==> src/logic/ccipPkg.sv <==
// Copy engine shared widths, channel codes, register map and header structs
`default_nettype none

package ccipPkg;

   //////////////////////////////////////////////////////////////////////
   // Widths
   //////////////////////////////////////////////////////////////////////
   localparam int LINE_W      = 64;
   localparam int ADDR_W      = 32;
   localparam int MDATA_W     = 16;
   localparam int TS_W        = 32;
   localparam int MMIO_W      = 64;
   localparam int MMIO_IDX_W  = 16;
   localparam int TID_W       = 9;
   // Length, lines-written and drop counters
   localparam int CNT_W       = 32;

   // Credit FIFO geometry
   localparam int FIFO_DEPTH  = 8;
   localparam int FIFO_PTR_W  = $clog2(FIFO_DEPTH);
   // One extra bit so a counter can hold FIFO_DEPTH itself
   localparam int CREDIT_W    = $clog2(FIFO_DEPTH) + 1;

   //////////////////////////////////////////////////////////////////////
   // Codes
   //////////////////////////////////////////////////////////////////////
   // Virtual channel, only VA is used
   localparam logic [1:0] VC_VA      = 2'b00;

   // Request types on Tx0 and Tx1
   localparam logic [3:0] REQ_RDLINE = 4'h1;
   localparam logic [3:0] REQ_WRLINE = 4'h2;
   // Response types on Rx0 and Rx1
   localparam logic [3:0] RSP_RD     = 4'h4;
   localparam logic [3:0] RSP_WR     = 4'h1;

   // Channel codes, also the bit positions of the trace mask
   localparam logic [1:0] CH_TX0     = 2'd0;
   localparam logic [1:0] CH_TX1     = 2'd1;
   localparam logic [1:0] CH_RX0     = 2'd2;
   localparam logic [1:0] CH_RX1     = 2'd3;

   // MMIO register indices
   localparam logic [MMIO_IDX_W-1:0] REG_SRC    = 16'd0;
   localparam logic [MMIO_IDX_W-1:0] REG_DST    = 16'd1;
   localparam logic [MMIO_IDX_W-1:0] REG_LEN    = 16'd2;
   localparam logic [MMIO_IDX_W-1:0] REG_CTRL   = 16'd3;
   localparam logic [MMIO_IDX_W-1:0] REG_STATUS = 16'd4;
   localparam logic [MMIO_IDX_W-1:0] REG_DROPS  = 16'd5;

   //////////////////////////////////////////////////////////////////////
   // Headers and records
   //////////////////////////////////////////////////////////////////////
   // Tx0 / Tx1 request header, 54 bits
   typedef struct packed {
      logic [1:0]         vc;
      logic [3:0]         reqType;
      logic [MDATA_W-1:0] mdata;
      logic [ADDR_W-1:0]  addr;
   } txHdr_t;

   // Rx0 / Rx1 response header, 22 bits
   typedef struct packed {
      logic [1:0]         vc;
      logic [3:0]         respType;
      logic [MDATA_W-1:0] mdata;
   } rxHdr_t;

   // MMIO request and read response header
   typedef struct packed {
      logic [MMIO_IDX_W-1:0] index;
      logic [TID_W-1:0]      tid;
   } mmioHdr_t;

   // Buffered read response
   typedef struct packed {
      logic [MDATA_W-1:0] mdata;
      logic [LINE_W-1:0]  data;
   } rdResp_t;

   // Trace record, addr is zero for Rx events
   typedef struct packed {
      logic [TS_W-1:0]    timeStamp;
      logic [1:0]         chan;
      logic [3:0]         kind;
      logic [MDATA_W-1:0] mdata;
      logic [ADDR_W-1:0]  addr;
   } traceRec_t;

endpackage

`default_nettype wire

==> src/logic/copyControl.sv <==
// Copy control, MMIO register file, read issue under Tx0 credit and completion count
`timescale 1ns/1ps
`default_nettype none

module copyControl import ccipPkg::*;
#(
   parameter int TX_CREDITS = 4
)
(
   input  wire logic              clk,
   input  wire logic              rstN,
   input  wire logic              mmioWrValid,
   input  wire logic              mmioRdValid,
   input  wire mmioHdr_t          mmioHdr,
   input  wire logic [MMIO_W-1:0] mmioWrData,
   input  wire logic              tx0CreditReturn,
   input  wire logic              rx1Valid,
   input  wire logic [CNT_W-1:0]  dropCount,
   output logic                   tx0Valid,
   output txHdr_t                 tx0Hdr,
   output logic                   tx2Valid,
   output mmioHdr_t               tx2Hdr,
   output logic [MMIO_W-1:0]      tx2Data,
   output logic [ADDR_W-1:0]      dstBase,
   output logic [3:0]             traceMask
);

   logic [ADDR_W-1:0]   srcBase;
   logic [CNT_W-1:0]    lenReg;
   logic [CNT_W-1:0]    issueIdx;
   logic [CNT_W-1:0]    linesWritten;
   logic                busy;
   logic                done;
   logic [CREDIT_W-1:0] tx0Credits;
   logic [MMIO_W-1:0]   rdData;

   // Issue whenever lines remain and a credit is held
   assign tx0Valid = busy && (tx0Credits != '0);

   always_comb
   begin
      tx0Hdr.vc      = VC_VA;
      tx0Hdr.reqType = REQ_RDLINE;
      // Line index doubles as the tag
      tx0Hdr.mdata   = issueIdx[MDATA_W-1:0];
      tx0Hdr.addr    = srcBase + ADDR_W'(issueIdx);
   end

   //////////////////////////////////////////////////////////////////////
   // Register file and issue state
   //////////////////////////////////////////////////////////////////////
   always_ff @(posedge clk or negedge rstN)
   begin
      if (!rstN)
      begin
         srcBase      <= '0;
         dstBase      <= '0;
         lenReg       <= '0;
         traceMask    <= '0;
         busy         <= 1'b0;
         done         <= 1'b0;
         issueIdx     <= '0;
         linesWritten <= '0;
      end
      else
      begin
         // Step through the block one read at a time
         if (tx0Valid)
         begin
            issueIdx <= issueIdx + 1'b1;
            if (issueIdx == lenReg - 1'b1)
               busy <= 1'b0;
         end
         // Write responses, done on the last one
         if (rx1Valid)
         begin
            linesWritten <= linesWritten + 1'b1;
            if (linesWritten == lenReg - 1'b1)
               done <= 1'b1;
         end
         if (mmioWrValid)
         begin
            case (mmioHdr.index)
               REG_SRC: srcBase <= mmioWrData[ADDR_W-1:0];
               REG_DST: dstBase <= mmioWrData[ADDR_W-1:0];
               REG_LEN: lenReg  <= mmioWrData[CNT_W-1:0];
               REG_CTRL:
               begin
                  traceMask <= mmioWrData[7:4];
                  // Start only with a nonzero length
                  if (mmioWrData[0] && (lenReg != '0))
                  begin
                     busy         <= 1'b1;
                     done         <= 1'b0;
                     issueIdx     <= '0;
                     linesWritten <= '0;
                  end
               end
               default: ;
            endcase
         end
      end
   end

   // Tx0 credits, one per beat out, one per return pulse
   always_ff @(posedge clk or negedge rstN)
   begin
      if (!rstN)
         tx0Credits <= CREDIT_W'(TX_CREDITS);
      else
         tx0Credits <= tx0Credits - CREDIT_W'(tx0Valid) + CREDIT_W'(tx0CreditReturn);
   end

   //////////////////////////////////////////////////////////////////////
   // MMIO read path
   //////////////////////////////////////////////////////////////////////
   always_comb
   begin
      case (mmioHdr.index)
         REG_SRC:    rdData = MMIO_W'(srcBase);
         REG_DST:    rdData = MMIO_W'(dstBase);
         REG_LEN:    rdData = MMIO_W'(lenReg);
         // Bit 0 reads back as busy
         REG_CTRL:   rdData = {56'd0, traceMask, 3'd0, busy};
         REG_STATUS: rdData = {done, 31'd0, linesWritten};
         REG_DROPS:  rdData = MMIO_W'(dropCount);
         default:    rdData = '0;
      endcase
   end

   always_ff @(posedge clk or negedge rstN)
   begin
      if (!rstN)
         tx2Valid <= 1'b0;
      else
         tx2Valid <= mmioRdValid;
   end

   // Answer one cycle later with the tid echoed
   always_ff @(posedge clk)
   begin
      if (mmioRdValid)
      begin
         tx2Hdr  <= mmioHdr;
         tx2Data <= rdData;
      end
   end

endmodule

`default_nettype wire

==> src/logic/copyEngineTop.sv <==
// Copy engine top, control, write path, tracer and the two credit FIFOs
`timescale 1ns/1ps
`default_nettype none

module copyEngineTop import ccipPkg::*;
#(
   parameter int TX_CREDITS = 4
)
(
   input  wire logic              clk,
   input  wire logic              rstN,
   // MMIO requests and read responses
   input  wire logic              mmioWrValid,
   input  wire logic              mmioRdValid,
   input  wire mmioHdr_t          mmioHdr,
   input  wire logic [MMIO_W-1:0] mmioWrData,
   output logic                   tx2Valid,
   output mmioHdr_t               tx2Hdr,
   output logic [MMIO_W-1:0]      tx2Data,
   // Memory request channels
   output logic                   tx0Valid,
   output txHdr_t                 tx0Hdr,
   input  wire logic              tx0CreditReturn,
   output logic                   tx1Valid,
   output txHdr_t                 tx1Hdr,
   output logic [LINE_W-1:0]      tx1Data,
   input  wire logic              tx1CreditReturn,
   // Memory response channels
   input  wire logic              rx0Valid,
   input  wire rxHdr_t            rx0Hdr,
   input  wire logic [LINE_W-1:0] rx0Data,
   input  wire logic              rx1Valid,
   input  wire rxHdr_t            rx1Hdr,
   // Trace port
   output logic                   traceValid,
   output traceRec_t              traceRec,
   input  wire logic              traceCreditReturn
);

   logic [ADDR_W-1:0] dstBase;
   logic [3:0]        traceMask;
   logic [CNT_W-1:0]  dropCount;
   rdResp_t           rspIn;
   rdResp_t           rspOut;
   logic              rspReady;
   logic              rspPop;
   traceRec_t         rec;
   logic              recPush;
   logic              traceFull;
   logic              traceNotEmpty;

   // Read response payload for the buffer
   assign rspIn.mdata = rx0Hdr.mdata;
   assign rspIn.data  = rx0Data;

   //////////////////////////////////////////////////////////////////////
   // Instances
   //////////////////////////////////////////////////////////////////////
   copyControl #(.TX_CREDITS(TX_CREDITS)) copyControl_inst (
      .clk(clk), .rstN(rstN),
      .mmioWrValid(mmioWrValid), .mmioRdValid(mmioRdValid),
      .mmioHdr(mmioHdr), .mmioWrData(mmioWrData),
      .tx0CreditReturn(tx0CreditReturn), .rx1Valid(rx1Valid),
      .dropCount(dropCount),
      .tx0Valid(tx0Valid), .tx0Hdr(tx0Hdr),
      .tx2Valid(tx2Valid), .tx2Hdr(tx2Hdr), .tx2Data(tx2Data),
      .dstBase(dstBase), .traceMask(traceMask)
   );

   // Never overflows, Tx0 credits stay within FIFO_DEPTH
   creditFifo #(.payload_t(rdResp_t)) rspFifo_inst (
      .clk(clk), .rstN(rstN),
      .push(rx0Valid), .pushData(rspIn),
      .pop(rspPop), .popData(rspOut),
      .notEmpty(rspReady), .full()
   );

   lineWriter #(.TX_CREDITS(TX_CREDITS)) lineWriter_inst (
      .clk(clk), .rstN(rstN),
      .respReady(rspReady), .resp(rspOut), .dstBase(dstBase),
      .tx1CreditReturn(tx1CreditReturn), .respPop(rspPop),
      .tx1Valid(tx1Valid), .tx1Hdr(tx1Hdr), .tx1Data(tx1Data)
   );

   txnTracer txnTracer_inst (
      .clk(clk), .rstN(rstN), .traceMask(traceMask),
      .tx0Valid(tx0Valid), .tx1Valid(tx1Valid),
      .rx0Valid(rx0Valid), .rx1Valid(rx1Valid),
      .tx0Hdr(tx0Hdr), .tx1Hdr(tx1Hdr), .rx0Hdr(rx0Hdr), .rx1Hdr(rx1Hdr),
      .fifoFull(traceFull), .fifoNotEmpty(traceNotEmpty),
      .traceCreditReturn(traceCreditReturn),
      .recPush(recPush), .rec(rec),
      .fifoPop(traceValid), .dropCount(dropCount)
   );

   // Each pop is one beat on the trace port
   creditFifo #(.payload_t(traceRec_t)) traceFifo_inst (
      .clk(clk), .rstN(rstN),
      .push(recPush), .pushData(rec),
      .pop(traceValid), .popData(traceRec),
      .notEmpty(traceNotEmpty), .full(traceFull)
   );

endmodule

`default_nettype wire

==> src/logic/creditFifo.sv <==
// Circular buffer FIFO with occupancy count, generic over its payload type
`timescale 1ns/1ps
`default_nettype none

module creditFifo import ccipPkg::*;
#(
   parameter type payload_t = rdResp_t
)
(
   input  wire logic     clk,
   input  wire logic     rstN,
   input  wire logic     push,
   input  wire payload_t pushData,
   input  wire logic     pop,
   output payload_t      popData,
   output logic          notEmpty,
   output logic          full
);

   payload_t              mem [FIFO_DEPTH];
   logic [FIFO_PTR_W-1:0] wrPtr;
   logic [FIFO_PTR_W-1:0] rdPtr;
   logic [CREDIT_W-1:0]   count;
   logic                  doPush;
   logic                  doPop;

   // Ignore push when full and pop when empty
   assign doPush   = push && !full;
   assign doPop    = pop && notEmpty;
   assign notEmpty = (count != '0);
   assign full     = (count == CREDIT_W'(FIFO_DEPTH));
   // Head word visible without a read cycle
   assign popData  = mem[rdPtr];

   always_ff @(posedge clk or negedge rstN)
   begin
      if (!rstN)
      begin
         wrPtr <= '0;
         rdPtr <= '0;
         count <= '0;
      end
      else
      begin
         if (doPush)
            wrPtr <= wrPtr + 1'b1;
         if (doPop)
            rdPtr <= rdPtr + 1'b1;
         count <= count + CREDIT_W'(doPush) - CREDIT_W'(doPop);
      end
   end

   always_ff @(posedge clk)
   begin
      if (doPush)
         mem[wrPtr] <= pushData;
   end

endmodule

`default_nettype wire

==> src/logic/lineWriter.sv <==
// Line writer, turns buffered read responses into Tx1 write requests under credit
`timescale 1ns/1ps
`default_nettype none

module lineWriter import ccipPkg::*;
#(
   parameter int TX_CREDITS = 4
)
(
   input  wire logic              clk,
   input  wire logic              rstN,
   input  wire logic              respReady,
   input  wire rdResp_t           resp,
   input  wire logic [ADDR_W-1:0] dstBase,
   input  wire logic              tx1CreditReturn,
   output logic                   respPop,
   output logic                   tx1Valid,
   output txHdr_t                 tx1Hdr,
   output logic [LINE_W-1:0]      tx1Data
);

   logic [CREDIT_W-1:0] tx1Credits;

   // Credit is spent at pop, the beat follows one cycle later
   assign respPop = respReady && (tx1Credits != '0);

   always_ff @(posedge clk or negedge rstN)
   begin
      if (!rstN)
      begin
         tx1Credits <= CREDIT_W'(TX_CREDITS);
         tx1Valid   <= 1'b0;
      end
      else
      begin
         tx1Credits <= tx1Credits - CREDIT_W'(respPop) + CREDIT_W'(tx1CreditReturn);
         tx1Valid   <= respPop;
      end
   end

   // Write header rebuilt from the line index in mdata
   always_ff @(posedge clk)
   begin
      if (respPop)
      begin
         tx1Hdr.vc      <= VC_VA;
         tx1Hdr.reqType <= REQ_WRLINE;
         tx1Hdr.mdata   <= resp.mdata;
         tx1Hdr.addr    <= dstBase + ADDR_W'(resp.mdata);
         tx1Data        <= resp.data;
      end
   end

endmodule

`default_nettype wire

==> src/logic/txnTracer.sv <==
// Transaction tracer, time-stamps masked channel events into trace records
`timescale 1ns/1ps
`default_nettype none

module txnTracer import ccipPkg::*;
(
   input  wire logic             clk,
   input  wire logic             rstN,
   input  wire logic [3:0]       traceMask,
   input  wire logic             tx0Valid,
   input  wire logic             tx1Valid,
   input  wire logic             rx0Valid,
   input  wire logic             rx1Valid,
   input  wire txHdr_t           tx0Hdr,
   input  wire txHdr_t           tx1Hdr,
   input  wire rxHdr_t           rx0Hdr,
   input  wire rxHdr_t           rx1Hdr,
   input  wire logic             fifoFull,
   input  wire logic             fifoNotEmpty,
   input  wire logic             traceCreditReturn,
   output logic                  recPush,
   output traceRec_t             rec,
   output logic                  fifoPop,
   output logic [CNT_W-1:0]      dropCount
);

   logic [TS_W-1:0]     timeStamp;
   logic [3:0]          evt;
   logic [2:0]          evtCount;
   logic [CREDIT_W-1:0] traceCredits;

   // Enabled events, indexed by channel code
   assign evt      = {rx1Valid, rx0Valid, tx1Valid, tx0Valid} & traceMask;
   assign evtCount = 3'(evt[0]) + 3'(evt[1]) + 3'(evt[2]) + 3'(evt[3]);
   assign recPush  = (evt != '0) && !fifoFull;

   //////////////////////////////////////////////////////////////////////
   // Record build, lowest channel code wins
   //////////////////////////////////////////////////////////////////////
   always_comb
   begin
      rec.timeStamp = timeStamp;
      rec.chan      = CH_RX1;
      rec.kind      = rx1Hdr.respType;
      rec.mdata     = rx1Hdr.mdata;
      rec.addr      = '0;
      if (evt[CH_TX0])
      begin
         rec.chan  = CH_TX0;
         rec.kind  = tx0Hdr.reqType;
         rec.mdata = tx0Hdr.mdata;
         rec.addr  = tx0Hdr.addr;
      end
      else if (evt[CH_TX1])
      begin
         rec.chan  = CH_TX1;
         rec.kind  = tx1Hdr.reqType;
         rec.mdata = tx1Hdr.mdata;
         rec.addr  = tx1Hdr.addr;
      end
      else if (evt[CH_RX0])
      begin
         rec.chan  = CH_RX0;
         rec.kind  = rx0Hdr.respType;
         rec.mdata = rx0Hdr.mdata;
      end
   end

   // Drain toward the trace port while the consumer has room
   assign fifoPop = fifoNotEmpty && (traceCredits != '0);

   always_ff @(posedge clk or negedge rstN)
   begin
      if (!rstN)
      begin
         timeStamp    <= '0;
         dropCount    <= '0;
         traceCredits <= CREDIT_W'(FIFO_DEPTH);
      end
      else
      begin
         timeStamp    <= timeStamp + 1'b1;
         // Every enabled event not recorded is a drop
         dropCount    <= dropCount + CNT_W'(evtCount) - CNT_W'(recPush);
         traceCredits <= traceCredits - CREDIT_W'(fifoPop) + CREDIT_W'(traceCreditReturn);
      end
   end

endmodule

`default_nettype wire

==> config.mk <==
export PLATFORM = sky130hd
export DESIGN_NAME = copyEngineTop
export DESIGN_NICKNAME = d
export VERILOG_FILES = /design/src/logic/ccipPkg.sv /design/src/logic/copyControl.sv /design/src/logic/copyEngineTop.sv /design/src/logic/creditFifo.sv /design/src/logic/lineWriter.sv /design/src/logic/txnTracer.sv
export SDC_FILE = /design/constraint.sdc
export NUM_CORES = 2
export LEC_CHECK = 0
export ABC_AREA = 1
export BUFFER_PORTS_ARGS = -buffer_cell sky130_fd_sc_hd__buf_2
export CAP_MARGIN = 20
export CORE_ASPECT_RATIO = 1.25
export CORE_MARGIN = 4
export CORE_UTILIZATION = 45
export CTS_CLUSTER_DIAMETER = 30
export CTS_CLUSTER_SIZE = 8
export DETAILED_ROUTE_END_ITERATION = 8
export PLACE_DENSITY = 0.61
export SLEW_MARGIN = 15
export SYNTH_ARGS = -nofsm -noshare
export SYNTH_HDL_FRONTEND = slang
export SYNTH_HIERARCHICAL = 1
export SYNTH_SLANG_ARGS = --single-unit
==> constraint.sdc <==
create_clock -name clk -period 15.55 [get_ports clk]
set_clock_uncertainty 0.2 [all_clocks]
set_input_delay 0.7775 -clock clk [delete_from_list [all_inputs] [get_ports clk]]
set_output_delay 0.7775 -clock clk [all_outputs]
set_load 0.01 [all_outputs]
After elaboration in Yosys (flattened, before gate mapping)
Memory sizes are Yosys's and may differ from the RTL's.
Index checks and enable logic that the tools add are counted.
Word-level totals
  register bits after elaboration: 465
  RAM bits: 1328
  output and inout port bits: 351
  logic and storage cells: 114
  memories: 2
Memory list
  traceFifo_inst.mem: depth 8, width 86, read ports 1, clocked after Yosys merged registers in 0, write ports 1, line creditFifo.sv:20  | payload_t mem [FIFO_DEPTH];
  rspFifo_inst.mem: depth 8, width 80, read ports 1, clocked after Yosys merged registers in 0, write ports 1, line creditFifo.sv:20
Operators by class
  add/subtract/negate cells: 25
  equality and inequality tests: 9
  multiplexer cells: 27
  bitwise logic cells: 1
  reductions and logical operators: 23
Operator list (count)
  $pmux 64 s6: 1
  $mux 32: 9
  $add 32x1->32 const B: 3
  $eq 32x32->1: 2
  $mux 54: 1
  $add 32x16->32: 1
  $add 32x3->32: 1
  $add 32x32->32: 1
  $eq 16x2->1 const B: 2
  $eq 16x3->1 const B: 2
  $reduce_bool 32->1: 1
  $sub 32x1->32: 1
  $sub 32x1->32 const B: 1
  $reduce_bool 4->1: 6
  $mux 22: 1
  $mux 21: 1
  $add 4x1->4: 5
  $sub 4x1->4: 5
  $eq 16x1->1 const B: 1
  $logic_not 16->1: 1
  $mux 1: 14
  $add 3x1->3 const B: 4
  $logic_and 1x1->1: 9
  $eq 4x4->1 const B: 2
  other kinds (5): 10

Longest topological paths before layout
  depth after elaboration: 8
  gate-level depth with buffers: 25
  gate-level depth less buffers: 24

Cells and area by module
The synthesis kept the hierarchy.
Modules (own cells, without submodules)
  creditFifo at traceFifo_inst: times used 1, cells an instance 3042, area an instance 30397.9 sq um
  creditFifo at rspFifo_inst: times used 1, cells an instance 2834, area an instance 28526.1 sq um
  copyControl: times used 1, cells an instance 1890, area an instance 14724.1 sq um
  txnTracer: times used 1, cells an instance 1034, area an instance 6636.4 sq um
  lineWriter: times used 1, cells an instance 498, area an instance 5348.9 sq um

Worst setup path before layout
Ideal clock, no wire load.
  path kind: flip-flop to flip-flop
  start: reg copyControl_inst.tx0Credits[2]
  end: mem traceFifo_inst/mem[4][0] (netlist name), enable pin
  setup time: 0.637 ns
  arrival time: 8.253 ns
  required time: 14.713 ns
  path slack: 6.460 ns
  cell stages (with the launch flop): 14
  buffers on the path: 2
  clock period less this slack: 9.090 ns
  cell sequence: dfstp_2 inv_1 ha_1 nand3_1 nand2_2 inv_1 nand2_1 nand2_1 clkbuf_1 inv_1 a31oi_1 nand2_1 buf_2 nor3_1
On the way
  longest elaborated chain between the ends: 8
RTL lines
  from (decl): line copyControl.sv:34  | logic [CREDIT_W-1:0] tx0Credits;
  from (signal assigned): line copyControl.sv:109  | tx0Credits <= CREDIT_W'(TX_CREDITS);
  from (signal assigned): line copyControl.sv:111  | tx0Credits <= tx0Credits - CREDIT_W'(tx0Valid) + CREDIT_W'(tx0CreditReturn);
  $reduce_bool 4->1: line copyControl.sv:38  | assign tx0Valid = busy && (tx0Credits != '0);
  $logic_and 1x1->1: line copyControl.sv:38
  named net tx0Valid: line copyEngineTop.sv:21  | output logic tx0Valid,
  $and 4x4->4: line txnTracer.sv:33  | assign evt = {rx1Valid, rx0Valid, tx1Valid, tx0Valid} & traceMask;
  $reduce_bool 4->1: line txnTracer.sv:35  | assign recPush = (evt != '0) && !fifoFull;
  $logic_and 1x1->1: line txnTracer.sv:35
  named net recPush: line copyEngineTop.sv:48  | logic recPush;
  $logic_and 1x1->1: line creditFifo.sv:28  | assign doPush = push && !full;
  $mux 1: line creditFifo.sv:55  | if (doPush)
  $mux 1 (implied by the code): line creditFifo.sv:56  | mem[wrPtr] <= pushData;
  to (decl): line creditFifo.sv:20
The timed path passes the listed nets, and every way through them passes these cells.

Worst setup path after layout
  start: reg copyControl_inst.tx0Credits[2]
  end: reg txnTracer_inst.dropCount[28]
RTL lines
  $reduce_bool 4->1: line copyControl.sv:38
  $logic_and 1x1->1: line copyControl.sv:38
  $and 4x4->4: line txnTracer.sv:33
  $reduce_bool 4->1: line txnTracer.sv:35
  $logic_and 1x1->1: line txnTracer.sv:35
  named net recPush: line copyEngineTop.sv:48
  $sub 32x1->32: line txnTracer.sv:84  | dropCount <= dropCount + CNT_W'(evtCount) - CNT_W'(recPush);
  to (signal assigned): line txnTracer.sv:84
  to (decl): line txnTracer.sv:24  | output logic [CNT_W-1:0] dropCount
The timed path passes the listed nets, and every way through them passes these cells.
A chain may end at the register's enable or synchronous reset.

==> impl_metrics.yaml <==
timing:
  slew_headroom_pct: 0.4729
  period_share_pct: 37.34
  max_slew.worst_pin.slew_ns: 1.493
  drv_slew: 0
  fin_setup_tns_ns: 0
  max_freq_ghz: 0.1722
  setup_viol: 0
  timing.final.hold_violations: 0
  finalCriticalPeriod_ns: 5.806
  rsz0062_at_grt: "no"
placed_design:
  place_congestion: 0.9461
  dp_hpwl_microns: 158300
  io_buffers: 477
  place_area_sq_mm: 0.09006
global_routing:
  grt_util_all_layers_pct: 25.00
  overflow: 0
  antenna_found_initial: 43
  gr-usage-met2_pct: 40.12
  grt_max_degree: 229
  grt_pass1_vias: 62492
  grt_use_met1_pct: 33.15
  grtUsageMet3_pct: 6.484
  busiest_layer: "met2"
  grt_pass1_wl_microns: 374500
power_and_ir_drop:
  p_seq_share_pct: 32.4
  peakVddDrop_uv: 181.8
  p_leak_nw: 48.66
  p_int_w: 0.01250
  power_density_mw_per_mm2: 189.5
  pwr-share-comb_pct: 30.5
  p_sw_share_pct: 35.86
  p_clk_share_pct: 37.1
  power_switching_w: 0.006989
die:
  die_y_microns: 495.7
  initial_core_util_pct: 45.39
  io_pins: 557
  die_w_microns: 398.2
  die_area_sq_mm: 0.1974
  coreArea_sq_mm: 0.1886
  rows: 178
logic_synthesis:
  synth_area_sq_mm: 0.08563
  post_synth.cell_area_avg_sq_um: 9.210
  syn-instance-count: 9297
  ys_warn_count: 6
clocking:
  cts_htree_levels: 5
  clkTransAtPathRegs_ns: 0.05
  insertion_delay_ns: 0.92
  post_cts_buffers: 0
  cts_tree: "built"
  cts_resized: 0
  clockRootBuffer: "clkbuf_16"
  cts_max_path_buffers: 4
  hold_buffers: 117
  cts.sinks: 1762
  cts_buffers: 362
min_path:
  hold_path_class: "in -> reg"
worst_setup_path:
  cp-start-kind: "flop"
  path_class: "reg -> reg"
  crit_path_end_kind: "flop"
  arrival_ns: 6.38
  cp_max_fo: 21
  critPathRequiredTime_ns: 16.12
detailed_routing:
  dr.pass1.iters: 6
  routed_wl_microns: 251600
  drcViolationCount: 0
  antenna_left: 0
  routedWlPerCell_microns: 19.64
  vias: 64639
  drtIter0Drc: 5363
  vias_per_cell: 5.046
layout:
  postLayoutCellArea_sq_mm: 0.1029
  synthToLayoutAreaGrowth_pct: 20.11
  fin_nets: 10360
  drive_above_1_share_pct: 12.00
flow_run:
  maxCapViolations: 0
run_status:
  status: "finished, final reports clean"
==> area by class of cell <==
cell class              instances  area (sq um)
fillers                     16299         85790
flip-flops and latches       1762         51620
multi-input cells            5348         25260
clock buffers                 453          9748
inverters                    1840          6932
repair buffers                686          4305
well taps                    2520          3153
clock inverters               176          1777
diodes                         24         60.06
==> critical path, cell delays in order (launching register included) <==
cell	delay, ns
dfstp_2	0.51
inv_1	0.05
ha_1	0.19
nand3_1	0.12
nand2_2	0.19
inv_1	0.32
nand2_2	0.14
nand2_1	0.08
buf_4	0.36
inv_1	0.22
a31oi_1	0.53
ha_1	0.37
fa_1	0.57
fa_1	0.25
inv_1	0.12
fa_1	0.52
nand3_1	0.12
nand3_1	0.11
nand2_1	0.08
nand2_1	0.14
nand2_1	0.10
nand2_1	0.12
nand2_1	0.11
nand2_1	0.05
nand2_1	0.06
nand2_1	0.04
==> power by group through the flow <==
| stage | combinational (W) | clock, W | sequential, W |
|---|---|---|---|
| after floorplan | 0.00409 | 0 | 0.00620 |
| after global placement | 0.00580 | 0 | 0.00636 |
| after detailed placement | 0.00590 | 0 | 0.00637 |
| after CTS | 0.00597 | 0.00735 | 0.00630 |
| after global routing | 0.00668 | 0.00759 | 0.00634 |
| final | 0.00595 | 0.00723 | 0.00631 |
==> per-layer routing <==
layer  up-vias  part of all wire (%)
met4        26                   3.0
met3       494                   8.9
met2      2403                    46
met1     30845                    42
met5         -                  0.11
li1      30871                     -
==> cell usage in the layout, fill, tap and decap left out, types with 27 or more instances in the layout <==
cell / instances
o21ai_0: 122
clkbuf_1: 63
buf_2: 476
conb_1: 43
dfrtp_1: 255
clkinv_1: 43
nor2_1: 292
edfxtp_1: 1498
o21ai_1: 41
dlygate4sd3_1: 117
clkbuf_16: 368
xor2_1: 121
xnor2_1: 28
nand3_1: 922
bufinv_16: 30
buf_4: 85
nand2_1: 3150
nand4_1: 55
clkinvlp_4: 27
a21oi_1: 113
clkinv_2: 59
inv_1: 1816
ha_1: 144
nor3_1: 55
a22oi_1: 32
==> stage by stage <==
step | total power, W | hold WS [ns] | utilization, % | instances | setup slack, ns
after floorplan | 0.01029 | 0.2745 | - | 9336 | 6.460
after global placement | 0.01216 | 0.2896 | 47.74 | 12035 | 9.799
after detailed placement | 0.01227 | 0.3019 | 47.74 | 12038 | 9.781
after CTS | 0.01961 | 0.006800 | 54.47 | 12784 | 9.758
after global routing | 0.02061 | 0.03054 | 54.50 | 12794 | 9.416
final | 0.01949 | 0.08008 | 54.52 | 12809 | 9.744
==> sequential cells by signal, indices dropped and copies added (netlist names), 4 cells and up <==
signal	cells
txnTracer_inst/timeStamp	32
rspFifo_inst/count	4
lineWriter_inst/tx1Data	64
txnTracer_inst/dropCount	32
copyControl_inst/tx0Credits	4
rspFifo_inst/mem	640
traceFifo_inst/count	4
copyControl_inst/issueIdx	32
copyControl_inst/dstBase	32
copyControl_inst/linesWritten	32
copyControl_inst/traceMask	4
txnTracer_inst/traceCredits	4
lineWriter_inst/tx1Hdr	48
traceFifo_inst/mem	688
copyControl_inst/lenReg	32
copyControl_inst/srcBase	32
lineWriter_inst/tx1Credits	4
copyControl_inst/tx2Data	33
copyControl_inst/tx2Hdr	25
==> final timing paths <==
kind | start | endpoint | slack, ns | depth (start not counted)
min in group asynchronous | rstN | copyControl_inst/lenReg[29]$_DFFE_PN0P_ | 0.34 | 2
max in group asynchronous | rstN | traceFifo_inst/rdPtr[1]$_DFFE_PN0P_ | 12.50 | 4
max | copyControl_inst/tx0Credits[2]$_DFF_PN1_ | txnTracer_inst/dropCount[28]$_DFF_PN0_ | 9.74 | 25
min | mmioWrData[18] | copyControl_inst/srcBase[18]$_DFFE_PN0P_ | 0.08 | 3
max reg2reg | copyControl_inst/tx0Credits[2]$_DFF_PN1_ | txnTracer_inst/dropCount[28]$_DFF_PN0_ | 9.74 | 25
min reg2reg | rspFifo_inst/count[0]$_DFF_PN0_ | rspFifo_inst/count[0]$_DFF_PN0_ | 0.31 | 1
No activity file was read; power rests on OpenSTA's default activity.
